===== config.mk =====
export PLATFORM = sky130hd
export DESIGN_NAME = vga_core
export DESIGN_NICKNAME = d
export VERILOG_FILES = /design/src/vga_pkg.sv /design/src/vga_timing.sv /design/src/line_fetch.sv /design/src/pixel_fifo.sv /design/src/pixel_scanout.sv /design/src/vga_core.sv
export SDC_FILE = /design/constraint.sdc
export NUM_CORES = 2
export LEC_CHECK = 0
export BUFFER_PORTS_ARGS = -buffer_cell sky130_fd_sc_hd__clkbuf_2
export CORE_ASPECT_RATIO = 0.6
export CORE_UTILIZATION = 50
export CTS_BUF_LIST = sky130_fd_sc_hd__clkbuf_8
export DETAILED_ROUTE_END_ITERATION = 7
export PLACE_DENSITY = 0.77
export SYNTH_ARGS = -nofsm -noshare
export SYNTH_HDL_FRONTEND = slang
export SYNTH_HIERARCHICAL = 1
export SYNTH_SLANG_ARGS = --single-unit

===== constraint.sdc =====
create_clock -name vga_clk -period 24 [get_ports vga_clk]
set_input_delay 4.8 -clock vga_clk [delete_from_list [all_inputs] [get_ports vga_clk]]
set_output_delay 4.8 -clock vga_clk [all_outputs]
set_load 0.01 [all_outputs]

===== src/vga_pkg.sv =====
package vga_pkg;

  // ------------------------------
  // 640x480 mode
  // ------------------------------
  localparam logic [11:0] h_disp_start = 12'd47;
  localparam logic [11:0] h_disp_width = 12'd640;
  localparam logic [11:0] h_sync_width = 12'd96;
  localparam logic [11:0] h_total      = 12'd799;  // last count of a line
  localparam logic [11:0] v_disp_start = 12'd31;
  localparam logic [11:0] v_disp_width = 12'd480;
  localparam logic [11:0] v_sync_width = 12'd2;
  localparam logic [11:0] v_total      = 12'd524;

  localparam logic [1:0]  sync_polarity = 2'b00;  // [1] hsync, [0] vsync, 0 = active low

  // ------------------------------
  // frame buffer and memory side
  // ------------------------------
  localparam int word_bytes = 16;
  localparam int page_bytes = 4096;
  localparam int word_bits  = 128;
  localparam int fifo_depth = 16;

  localparam logic [31:0] disp_base  = 32'h0;
  localparam logic [12:0] line_pitch = 13'd80;
  localparam logic [7:0]  line_words = 8'(line_pitch / word_bytes);

  localparam logic [2:0]  ar_size_16b   = 3'b100;
  localparam logic [1:0]  ar_burst_incr = 2'b01;

  typedef struct packed {
    logic        valid;
    logic [31:0] addr;   // byte address of first word
  } line_req_t;

  typedef struct packed {
    logic [3:0]  id;
    logic [26:0] addr;
    logic [7:0]  len;
    logic [2:0]  size;
    logic [1:0]  burst;
    logic        lock;
  } mem_ar_t;

  typedef struct packed {
    logic [3:0]           id;
    logic [word_bits-1:0] data;
    logic [1:0]           resp;
    logic                 last;
  } mem_r_t;

  typedef struct packed {
    logic hsync;
    logic hblank;
    logic vsync;
    logic vblank;
  } sync_t;

  typedef struct packed {
    logic [7:0] r;
    logic [7:0] g;
    logic [7:0] b;
  } pix_t;

  // syncs inactive, both blanks set
  localparam sync_t sync_reset = '{hsync: ~sync_polarity[1], hblank: 1'b1,
                                   vsync: ~sync_polarity[0], vblank: 1'b1};

endpackage


===== src/vga_timing.sv =====
`timescale 1ns/1ps

module vga_timing
  import vga_pkg::*;
(
  input  logic      vga_clk,
  input  logic      mem_reset,
  output sync_t     sync_pre,
  output logic      de_pre,
  output line_req_t line_req
);

  logic [11:0] h_cnt;
  logic [11:0] v_cnt;
  logic [11:0] v_next;
  logic        h_wrap;
  logic        h_active;
  logic        v_active;
  logic        next_active;
  logic [31:0] line_addr;   // address of the next line to fetch
  logic        req_valid;
  logic [31:0] req_addr;

  assign h_wrap = (h_cnt == h_total);
  assign v_next = (v_cnt == v_total) ? 12'd0 : v_cnt + 12'd1;

  assign h_active    = (h_cnt > h_disp_start) && (h_cnt <= h_disp_start + h_disp_width);
  assign v_active    = (v_cnt > v_disp_start) && (v_cnt <= v_disp_start + v_disp_width);
  assign next_active = (v_next > v_disp_start) && (v_next <= v_disp_start + v_disp_width);

  // ------------------------------
  // counters
  // ------------------------------
  always_ff @(posedge vga_clk) begin
    if (mem_reset) begin
      h_cnt <= '0;
      v_cnt <= '0;
    end else if (h_wrap) begin
      h_cnt <= '0;
      v_cnt <= v_next;
    end else begin
      h_cnt <= h_cnt + 12'd1;
    end
  end

  // ------------------------------
  // line requests
  // ------------------------------
  always_ff @(posedge vga_clk) begin
    if (mem_reset) begin
      req_valid <= 1'b0;
      line_addr <= disp_base;
    end else begin
      req_valid <= h_wrap && next_active;
      if (h_wrap && next_active) begin
        if (v_next == v_disp_start + 12'd1) begin
          line_addr <= disp_base + 32'(line_pitch);  // first line of the frame
        end else begin
          line_addr <= line_addr + 32'(line_pitch);
        end
      end
    end
  end

  always_ff @(posedge vga_clk) begin
    if (h_wrap && next_active) begin
      req_addr <= (v_next == v_disp_start + 12'd1) ? disp_base : line_addr;
    end
  end

  assign line_req = '{valid: req_valid, addr: req_addr};

  // sync and blank, one cycle behind the count
  always_ff @(posedge vga_clk) begin
    if (mem_reset) begin
      sync_pre <= sync_reset;
      de_pre   <= 1'b0;
    end else begin
      sync_pre.hsync  <= sync_polarity[1] ^ ~(h_cnt > h_total - h_sync_width);
      sync_pre.hblank <= ~h_active;
      sync_pre.vsync  <= sync_polarity[0] ^ ~(v_cnt > v_total - v_sync_width);
      sync_pre.vblank <= ~v_active;
      de_pre          <= h_active && v_active;
    end
  end

endmodule


===== src/line_fetch.sv =====
`timescale 1ns/1ps

module line_fetch
  import vga_pkg::*;
(
  input  logic                 vga_clk,
  input  logic                 mem_reset,
  input  line_req_t            line_req,
  output mem_ar_t              mem_ar,
  output logic                 mem_arvalid,
  input  logic                 mem_arready,
  input  mem_r_t               mem_r,
  input  logic                 mem_rvalid,
  output logic                 mem_rready,
  output logic                 fifo_flush,
  output logic                 fifo_push,
  output logic [word_bits-1:0] fifo_din
);

  typedef enum logic [2:0] {
    st_idle,
    st_flush,
    st_first,
    st_wait,
    st_second
  } fetch_state_t;

  fetch_state_t state;

  logic [31:0] req_addr;
  logic [31:0] next_addr;
  logic [7:0]  rest_words;
  logic [12:0] room_bytes;
  logic [8:0]  room_words;
  logic        split;
  logic [7:0]  first_len;

  function automatic mem_ar_t burst_ar(input logic [31:0] addr, input logic [7:0] words);
    mem_ar_t ar;
    ar.id    = '0;
    ar.addr  = addr[26:0];
    ar.len   = words - 8'd1;
    ar.size  = ar_size_16b;
    ar.burst = ar_burst_incr;
    ar.lock  = 1'b0;
    return ar;
  endfunction

  // words left before the next 4k boundary
  assign room_bytes = 13'(page_bytes) - {1'b0, req_addr[11:0]};
  assign room_words = room_bytes[12:4];
  assign split      = room_words < {1'b0, line_words};
  assign first_len  = split ? room_words[7:0] : line_words;

  // ------------------------------
  // address channel FSM
  // ------------------------------
  always_ff @(posedge vga_clk) begin
    if (mem_reset) begin
      state       <= st_idle;
      mem_arvalid <= 1'b0;
    end else begin
      case (state)
        st_idle: begin
          if (line_req.valid) state <= st_flush;
        end
        st_flush: begin
          mem_arvalid <= 1'b1;
          state       <= st_first;
        end
        st_first: begin
          if (mem_arready) begin
            mem_arvalid <= 1'b0;
            state       <= (rest_words != 8'd0) ? st_wait : st_idle;
          end
        end
        st_wait: begin
          mem_arvalid <= 1'b1;  // second half, from the page start
          state       <= st_second;
        end
        st_second: begin
          if (mem_arready) begin
            mem_arvalid <= 1'b0;
            state       <= st_idle;
          end
        end
        default: state <= st_idle;
      endcase
    end
  end

  always_ff @(posedge vga_clk) begin
    if (state == st_idle && line_req.valid) req_addr <= line_req.addr;
    if (state == st_flush) begin
      mem_ar     <= burst_ar(req_addr, first_len);
      next_addr  <= req_addr + 32'(room_words) * 32'(word_bytes);
      rest_words <= line_words - first_len;
    end
    if (state == st_wait) mem_ar <= burst_ar(next_addr, rest_words);
  end

  assign fifo_flush = (state == st_flush);

  // read data goes straight to the FIFO
  assign mem_rready = 1'b1;
  assign fifo_push  = mem_rvalid;
  assign fifo_din   = mem_r.data;

  // ------------------------------
  // checks
  // ------------------------------
  ar_hold: assert property (@(posedge vga_clk) disable iff (mem_reset)
    mem_arvalid && !mem_arready |=> mem_arvalid && $stable(mem_ar));

  ar_in_page: assert property (@(posedge vga_clk) disable iff (mem_reset)
    mem_arvalid |->
      int'(mem_ar.addr[11:0]) + (int'(mem_ar.len) + 1) * word_bytes <= page_bytes);

  req_when_idle: assert property (@(posedge vga_clk) disable iff (mem_reset)
    line_req.valid |-> state == st_idle);

endmodule


===== src/pixel_fifo.sv =====
`timescale 1ns/1ps

module pixel_fifo
  import vga_pkg::*;
(
  input  logic                 vga_clk,
  input  logic                 mem_reset,
  input  logic                 flush,
  input  logic                 push,
  input  logic [word_bits-1:0] din,
  input  logic                 pop,
  output logic [word_bits-1:0] dout,
  output logic                 empty
);

  logic [word_bits-1:0]        mem [fifo_depth];
  logic [$clog2(fifo_depth)-1:0] wr_ptr;
  logic [$clog2(fifo_depth)-1:0] rd_ptr;
  logic [$clog2(fifo_depth):0]   count;
  logic                          full;
  logic                          do_push;
  logic                          do_pop;

  assign empty   = (count == '0);
  assign full    = (count == fifo_depth);
  assign do_push = push && !full;
  assign do_pop  = pop && !empty;
  assign dout    = mem[rd_ptr];  // head word, fall through

  always_ff @(posedge vga_clk) begin
    if (do_push) mem[wr_ptr] <= din;
  end

  always_ff @(posedge vga_clk) begin
    if (mem_reset || flush) begin
      wr_ptr <= '0;
      rd_ptr <= '0;
      count  <= '0;
    end else begin
      if (do_push) wr_ptr <= wr_ptr + 1'b1;
      if (do_pop) rd_ptr <= rd_ptr + 1'b1;
      case ({do_push, do_pop})
        2'b10:   count <= count + 1'b1;
        2'b01:   count <= count - 1'b1;
        default: count <= count;
      endcase
    end
  end

  no_overrun: assert property (@(posedge vga_clk) disable iff (mem_reset || flush)
    !(push && full) && !(pop && empty));

endmodule


===== src/pixel_scanout.sv =====
`timescale 1ns/1ps

module pixel_scanout
  import vga_pkg::*;
(
  input  logic                 vga_clk,
  input  logic                 mem_reset,
  input  sync_t                sync_pre,
  input  logic                 de_pre,
  input  logic [word_bits-1:0] fifo_dout,
  input  logic                 fifo_empty,
  output logic                 fifo_pop,
  output sync_t                vga_sync,
  output pix_t                 vga_rgb
);

  logic [$clog2(word_bits)-1:0] bit_idx;
  logic                         pix_on;

  // one bit per pixel, lsb first
  assign pix_on   = de_pre && !fifo_empty && fifo_dout[bit_idx];
  assign fifo_pop = de_pre && !fifo_empty && (&bit_idx);  // last bit of the word

  always_ff @(posedge vga_clk) begin
    if (mem_reset) begin
      bit_idx  <= '0;
      vga_sync <= sync_reset;
      vga_rgb  <= '0;
    end else begin
      vga_sync <= sync_pre;
      if (pix_on) begin
        vga_rgb <= '1;
      end else begin
        vga_rgb <= '0;
      end
      if (de_pre) begin
        bit_idx <= bit_idx + 1'b1;
      end else begin
        bit_idx <= '0;  // back to bit 0 for the next line
      end
    end
  end

  // the fetch must land before the line is shown
  line_ready: assert property (@(posedge vga_clk) disable iff (mem_reset)
    $rose(de_pre) |-> !fifo_empty);

endmodule


===== src/vga_core.sv =====
`timescale 1ns/1ps

module vga_core
  import vga_pkg::*;
(
  input  logic    vga_clk,
  input  logic    mem_reset,
  output mem_ar_t mem_ar,
  output logic    mem_arvalid,
  input  logic    mem_arready,
  input  mem_r_t  mem_r,
  input  logic    mem_rvalid,
  output logic    mem_rready,
  output sync_t   vga_sync,
  output pix_t    vga_rgb
);

  line_req_t            line_req;
  sync_t                sync_pre;
  logic                 de_pre;
  logic                 fifo_flush;
  logic                 fifo_push;
  logic [word_bits-1:0] fifo_din;
  logic [word_bits-1:0] fifo_dout;
  logic                 fifo_empty;
  logic                 fifo_pop;

  vga_timing u_timing (
    .vga_clk   (vga_clk),
    .mem_reset (mem_reset),
    .sync_pre  (sync_pre),
    .de_pre    (de_pre),
    .line_req  (line_req)
  );

  line_fetch u_fetch (
    .vga_clk     (vga_clk),
    .mem_reset   (mem_reset),
    .line_req    (line_req),
    .mem_ar      (mem_ar),
    .mem_arvalid (mem_arvalid),
    .mem_arready (mem_arready),
    .mem_r       (mem_r),
    .mem_rvalid  (mem_rvalid),
    .mem_rready  (mem_rready),
    .fifo_flush  (fifo_flush),
    .fifo_push   (fifo_push),
    .fifo_din    (fifo_din)
  );

  pixel_fifo u_fifo (
    .vga_clk   (vga_clk),
    .mem_reset (mem_reset),
    .flush     (fifo_flush),
    .push      (fifo_push),
    .din       (fifo_din),
    .pop       (fifo_pop),
    .dout      (fifo_dout),
    .empty     (fifo_empty)
  );

  pixel_scanout u_scanout (
    .vga_clk    (vga_clk),
    .mem_reset  (mem_reset),
    .sync_pre   (sync_pre),
    .de_pre     (de_pre),
    .fifo_dout  (fifo_dout),
    .fifo_empty (fifo_empty),
    .fifo_pop   (fifo_pop),
    .vga_sync   (vga_sync),
    .vga_rgb    (vga_rgb)
  );

endmodule


* Word-level counts from Yosys, hierarchy flattened
Memory sizes are Yosys's and may differ from the RTL's. A register that Yosys moved wholly into a read port is not among the register bits.
Cells that the tools add are included.
W data, S select, Z words.
** Word-level totals
- Register bits :: 238
- Latch bits :: 0
- RAM bits :: 2048
- Bits in read-only memories :: 0
- Bits of input ports :: 139
- Output and inout bits :: 75
- Logic and storage cells :: 118
- Memories :: 1
** Memory list
- u_fifo.mem :: words 16, bits a word 128, rd ports 1, clocked after Yosys merged registers in 1, wr ports 1, RTL line pixel_fifo.sv:16 : logic [word_bits-1:0] mem [fifo_depth];
** Cells by class
- Add/subtract/negate cells :: 13
- $mul :: 0
- Divide/modulo/power cells :: 0
- Order comparisons :: 10
- Equality and inequality tests :: 14
- Shift operators :: 0
- Mux-type cells :: 20
- Bitwise operators :: 5
- Reduce and logical (&&, ||, !) cells :: 27
** Operator list (count)
- $mux W41 :: 2
- $add A32 B7 Y32 const B :: 1
- $mux W32 :: 1
- $add A27 B13 Y27 :: 1
- $add A12 B1 Y12 const B :: 2
- $eq A12 B10 Y1 const B :: 2
- $gt A12 B10 Y1 const B :: 2
- $gt A12 B5 Y1 const B :: 2
- $le A12 B9 Y1 const B :: 2
- $mux W24 :: 1
- $sub A8 B1 Y8 const B :: 2
- $pmux W3 S5 :: 1
- $sub A13 B12 Y13 const A :: 1
- $eq A12 B6 Y1 const B :: 1
- $gt A12 B6 Y1 const B :: 1
- $le A12 B10 Y1 const B :: 1
- $mux W12 :: 1
- $logic_and A1 B1 Y1 :: 11
- $pmux W5 S2 :: 1
- $lt A9 B3 Y1 const B :: 1
- $mux W3 :: 3
- $add A4 B1 Y4 const B :: 2
- $lt A7 B8 Y1 const B :: 1
- $mux W4 :: 2
- 28 further kinds :: 44

* Longest topological paths before layout
- Depth after elaboration :: 7
- Mapped depth :: 13
- Gate-level depth less buffers :: 13

* Cells and area by module
The synthesis kept the hierarchy.
** Modules (own cells, without submodules)
- pixel_fifo :: times used 1, cells an instance 3178, area an instance 78119.9 µm², sequential area each 61839.3 µm²
- line_fetch :: times used 1, cells an instance 518, area an instance 5691.7 µm², sequential area each 2992.9 µm²
- vga_timing :: times used 1, cells an instance 475, area an instance 4307.9 µm², sequential area each 2001.9 µm²
- pixel_scanout :: times used 1, cells an instance 157, area an instance 1706.6 µm², sequential area each 240.2 µm²

* Worst setup path before layout
OpenSTA, ideal clock, no wires.
- Path kind :: in2reg
- Start :: in mem_rvalid
- End :: mem u_fifo.mem[3][0], enable pin
- Setup time :: 0.772 ns
- Data arrival time :: 13.934 ns
- Required time :: 23.228 ns
- Path slack :: 9.294 ns
- Stages :: 5
- Buffers on the path :: 2
- Cells stage by stage :: buf_4 -> o21a_1 -> buf_2 -> nand2_1 -> nor3_1
** On the way
- Word-level cells in the longest chain between the ends :: 3
** RTL lines
- from (decl) :: RTL line vga_core.sv:12 : input logic mem_rvalid,
- $logic_and A1 B1 Y1 :: RTL line pixel_fifo.sv:26 : assign do_push = push && !full;
- $mux W1 :: RTL line pixel_fifo.sv:31 : if (do_push) mem[wr_ptr] <= din;
- $mux W1 (implied by the code) :: RTL line pixel_fifo.sv:31
- to (decl) :: RTL line pixel_fifo.sv:16
No other way between the ends.

* Final worst setup path
- Start :: in mem_rvalid
- End :: mem u_fifo.mem[8][44], enable pin
The elaborated chain is that of the path after synthesis.

==> key figures <==
Hold path
  – Hold Crit Class: reg -> reg
  – Worst Hold Endpoint: u_scanout/vga_sync[3]
  – Hold path cells: 1
  – HP Start: u_timing/sync_pre[3]

CTS
  – CTS sink count: 2254
  – Max clock buf depth: 4
  – Root Driver: clkbuf_8
  – Worst skew pair latency: 0.93 ns
  – Hold-fix buffers, CTS: 0
  – Total setup buffers inserted after CTS: 0
  – Clock buffer count from CTS: 321
  – Clock-pin slew on the worst setup and hold paths: roughly 0.06 ns
  – TritonCTS clock tree: yes
  – Post-CTS sizing: 0
  – CTS H-tree depth: 5

Timing
  – Final period utilization: 30.8%
  – Relative slew margins: between 10% and 20%
  – Skew final: about 0.071 ns
  – Setup TNS: 0 ns
  – Slew Limit Fails: 0
  – Setup Viol. Count Final: 0
  – Worst setup margin: 16.60 ns
  – Final Hold Viols: 0
  – Max frequency: roughly 140 MHz
  – Fin crit period: 7.40 ns
  – Least-Margin Pin Slew: 1.34 ns
  – Unrepaired setup endpoints after global routing: false

Routing
  – Final ANT Viol Nets: 0
  – Drt pass-1 iters: 6
  – Residual DRC count: 0
  – 1st-iter DRT viols: 5453
  – Routed vias: about 43000
  – Routed length per instance: 27.9 um
  – Routed WL: just under 200000 um
  – Vias per Instance: 6.12

Floorplan
  – Top Ports: 214
  – Die H: 329 um
  – # rows: 119
  – Die ar.: 0.180 mm^2
  – Die span in x: between 500 and 600 um
  – Initial Utilization: 50.6%
  – Core Box Area: roughly 0.18 mm^2

Placement
  – GPL Wtd Cong: 0.811
  – Dpl ws: roughly 16 ns
  – Input/output buffers: 195
  – Hpwl dp: 105000 um

Critical path
  – Crit-path cells: clkbuf_2, o21a_1, nand2_1, nor2_4, buf_4, buf_4
  – RR Endpoint: u_scanout/vga_rgb[22]
  – CP Capture Type: flop
  – Worst Reg-to-Reg Cells: 13
  – Critical path arrival: 7.93 ns
  – Worst path required time: 24.53 ns
  – Startpoint types: input port
  – Worst path slowest cell: buf_4
  – CP max stage delay: approximately 0.86 ns
  – Crit-path most repeated cell: buf_4
  – Critical path peak fanout: 47
  – Internal reg-to-reg setup slack: approximately 17 ns
  – Setup Crit Path Kind: in -> reg

Global routing
  – GRT Total Usage: 21.9%
  – Initial antenna violation count: 44
  – First-pass GRT wire length: approximately 290000 um
  – Largest net degree at the start of global routing: 137
  – Congestion Overflow GR: 0
  – Vias in the first global route: 43000

Power and ir drop
  – LEAKAGE: 30.2 nW
  – Worst vdd ir: roughly 0.07 mV
  – Pwr dens: 75.3 mW/mm^2

Yosys
  – YS warnings: 6
  – Gate Count Post-Synth: 4284
  – Netlist Area Pre-Place: 0.0894 mm^2
  – Syn avg cell area: approximately 21 um^2

Final layout
  – Layout Nets: around 4700
  – Layout cells sized above 1: 27.7%
  – FILL cells: 12800
  – Area growth syn-to-layout: 9.21%

Flow run
  – Max Cap Viol: 0

Outcome
  – Outcome: complete, no violations
## routing by layer
layer | vias to the layer above | track usage, % | share of wire [%]
met4 | 32 | 5.47 | 1.8
met2 | 2360 | 32.8 | 46
met1 | 22800 | 32.6 | 41
met5 | - | 0 | 0.10
met3 | 325 | 5.26 | 11
li1 | 18000 | - | -
## stage by stage
stage               utilization (%)  instances  total power (W)  instance area, um^2  hold WS, ns
global route                   55.3       7099          0.00758                97600        0.425
finish                         55.3       7103          0.00735                97600        0.418
detailed placement             52.0       6529          0.00463                91700        0.405
CTS                            55.3       7088          0.00741                97500        0.419
floorplan                         -       4298          0.00458                89400        0.389
global placement               52.0       6529          0.00461                91700        0.403
## layout by cell type, fill, tap and decap left out, types with 8 or more instances in the layout
master     count
nand3_1       29
nand2b_1       8
nor2_4        12
o221ai_1      14
nor3_1        16
clkinv_1      58
edfxtp_1    2168
mux2i_1       86
ha_1          25
o31ai_1       13
clkinv_2      30
nor2b_1       74
clkbuf_2     195
or2_2          9
a21oi_1      107
xor2_1        30
buf_4         71
and2_1        29
and3_1         9
clkbuf_8     330
dfxtp_1       80
nand2_1      151
conb_1        17
bufinv_16      9
or4_1         14
a211oi_1      76
inv_1        133
or3_1         11
xnor2_1       36
buf_12         8
nor2_1        90
mux4_2       587
nand4_1       24
inv_6         11
mux4_1        10
diode_2       15
nor4_1        11
o21ai_0       19
## final cells by class
| type | count | area [um^2] | share of cell area [%] |
|---|---|---|---|
| Antenna cell | 15 | 37.5 | 0.0385 |
| Clock buffer | 330 | 4540 | 4.65 |
| Clock inverter | 229 | 1270 | 1.30 |
| Inverter | 25 | 93.8 | 0.0962 |
| Multi-Input combinational cell | 1617 | 20200 | 20.7 |
| Sequential cell | 2254 | 66800 | 68.5 |
| Tap cell | 2359 | 2950 | 3.02 |
| Timing Repair Buffer | 274 | 1670 | 1.71 |
## how the worst max path moves through the flow
| stage | cells after the start | startpoint | slack, ns | end |
|---|---|---|---|---|
| final | 6 | mem_rvalid | 16.60 | u_fifo/mem[8][44] |
| after global routing | 6 | mem_rvalid | 16.58 | u_fifo/mem[8][67] |
| after CTS | 6 | mem_rvalid | 16.67 | u_fifo/mem[8][67] |
| after detailed placement | 6 | mem_rvalid | 15.70 | u_fifo/mem[8][50] |
| after global placement | 6 | mem_rvalid | 15.74 | u_fifo/mem[8][50] |
| after floorplan | 5 | mem_rvalid | 9.29 | u_fifo/mem[3][0] |
## where the power goes
group | total (W) | switching, W | internal [W] | leakage, nW
logic | 0.000177 | 0.000121 | 0.0000556 | 6.55
registers | 0.00437 | 0.0000131 | 0.00435 | 20.2
clock network | 0.00281 | 0.00143 | 0.00138 | 3.38
total | 0.00735 | 0.00156 | 0.00579 | 30.2
## registers in the layout, summed over array words and instances (netlist names), 4 cells and up, named ones only
register and flops:
u_fifo/mem 2048, u_fetch/mem_ar 35, u_fetch/next_addr 27, u_fetch/req_addr 27, u_timing/line_addr 23, u_timing/req_addr 23, u_timing/h_cnt 12, u_timing/v_cnt 12
u_fetch/rest_words 8, u_scanout/bit_idx 7, u_fifo/count 5, u_fifo/rd_ptr 4, u_fifo/wr_ptr 4, u_scanout/vga_sync 4, u_timing/sync_pre 4
## worst max-delay path, delay by kind of cell
| family | cells | cell delay, ns |
|---|---|---|
| and+or+nand+nor | 2 | 1.08 |
| buffers and inverters | 3 | 1.59 |
| AOI/OAI and AO/OA | 1 | 0.34 |
Power figures use the tool's default switching activity.
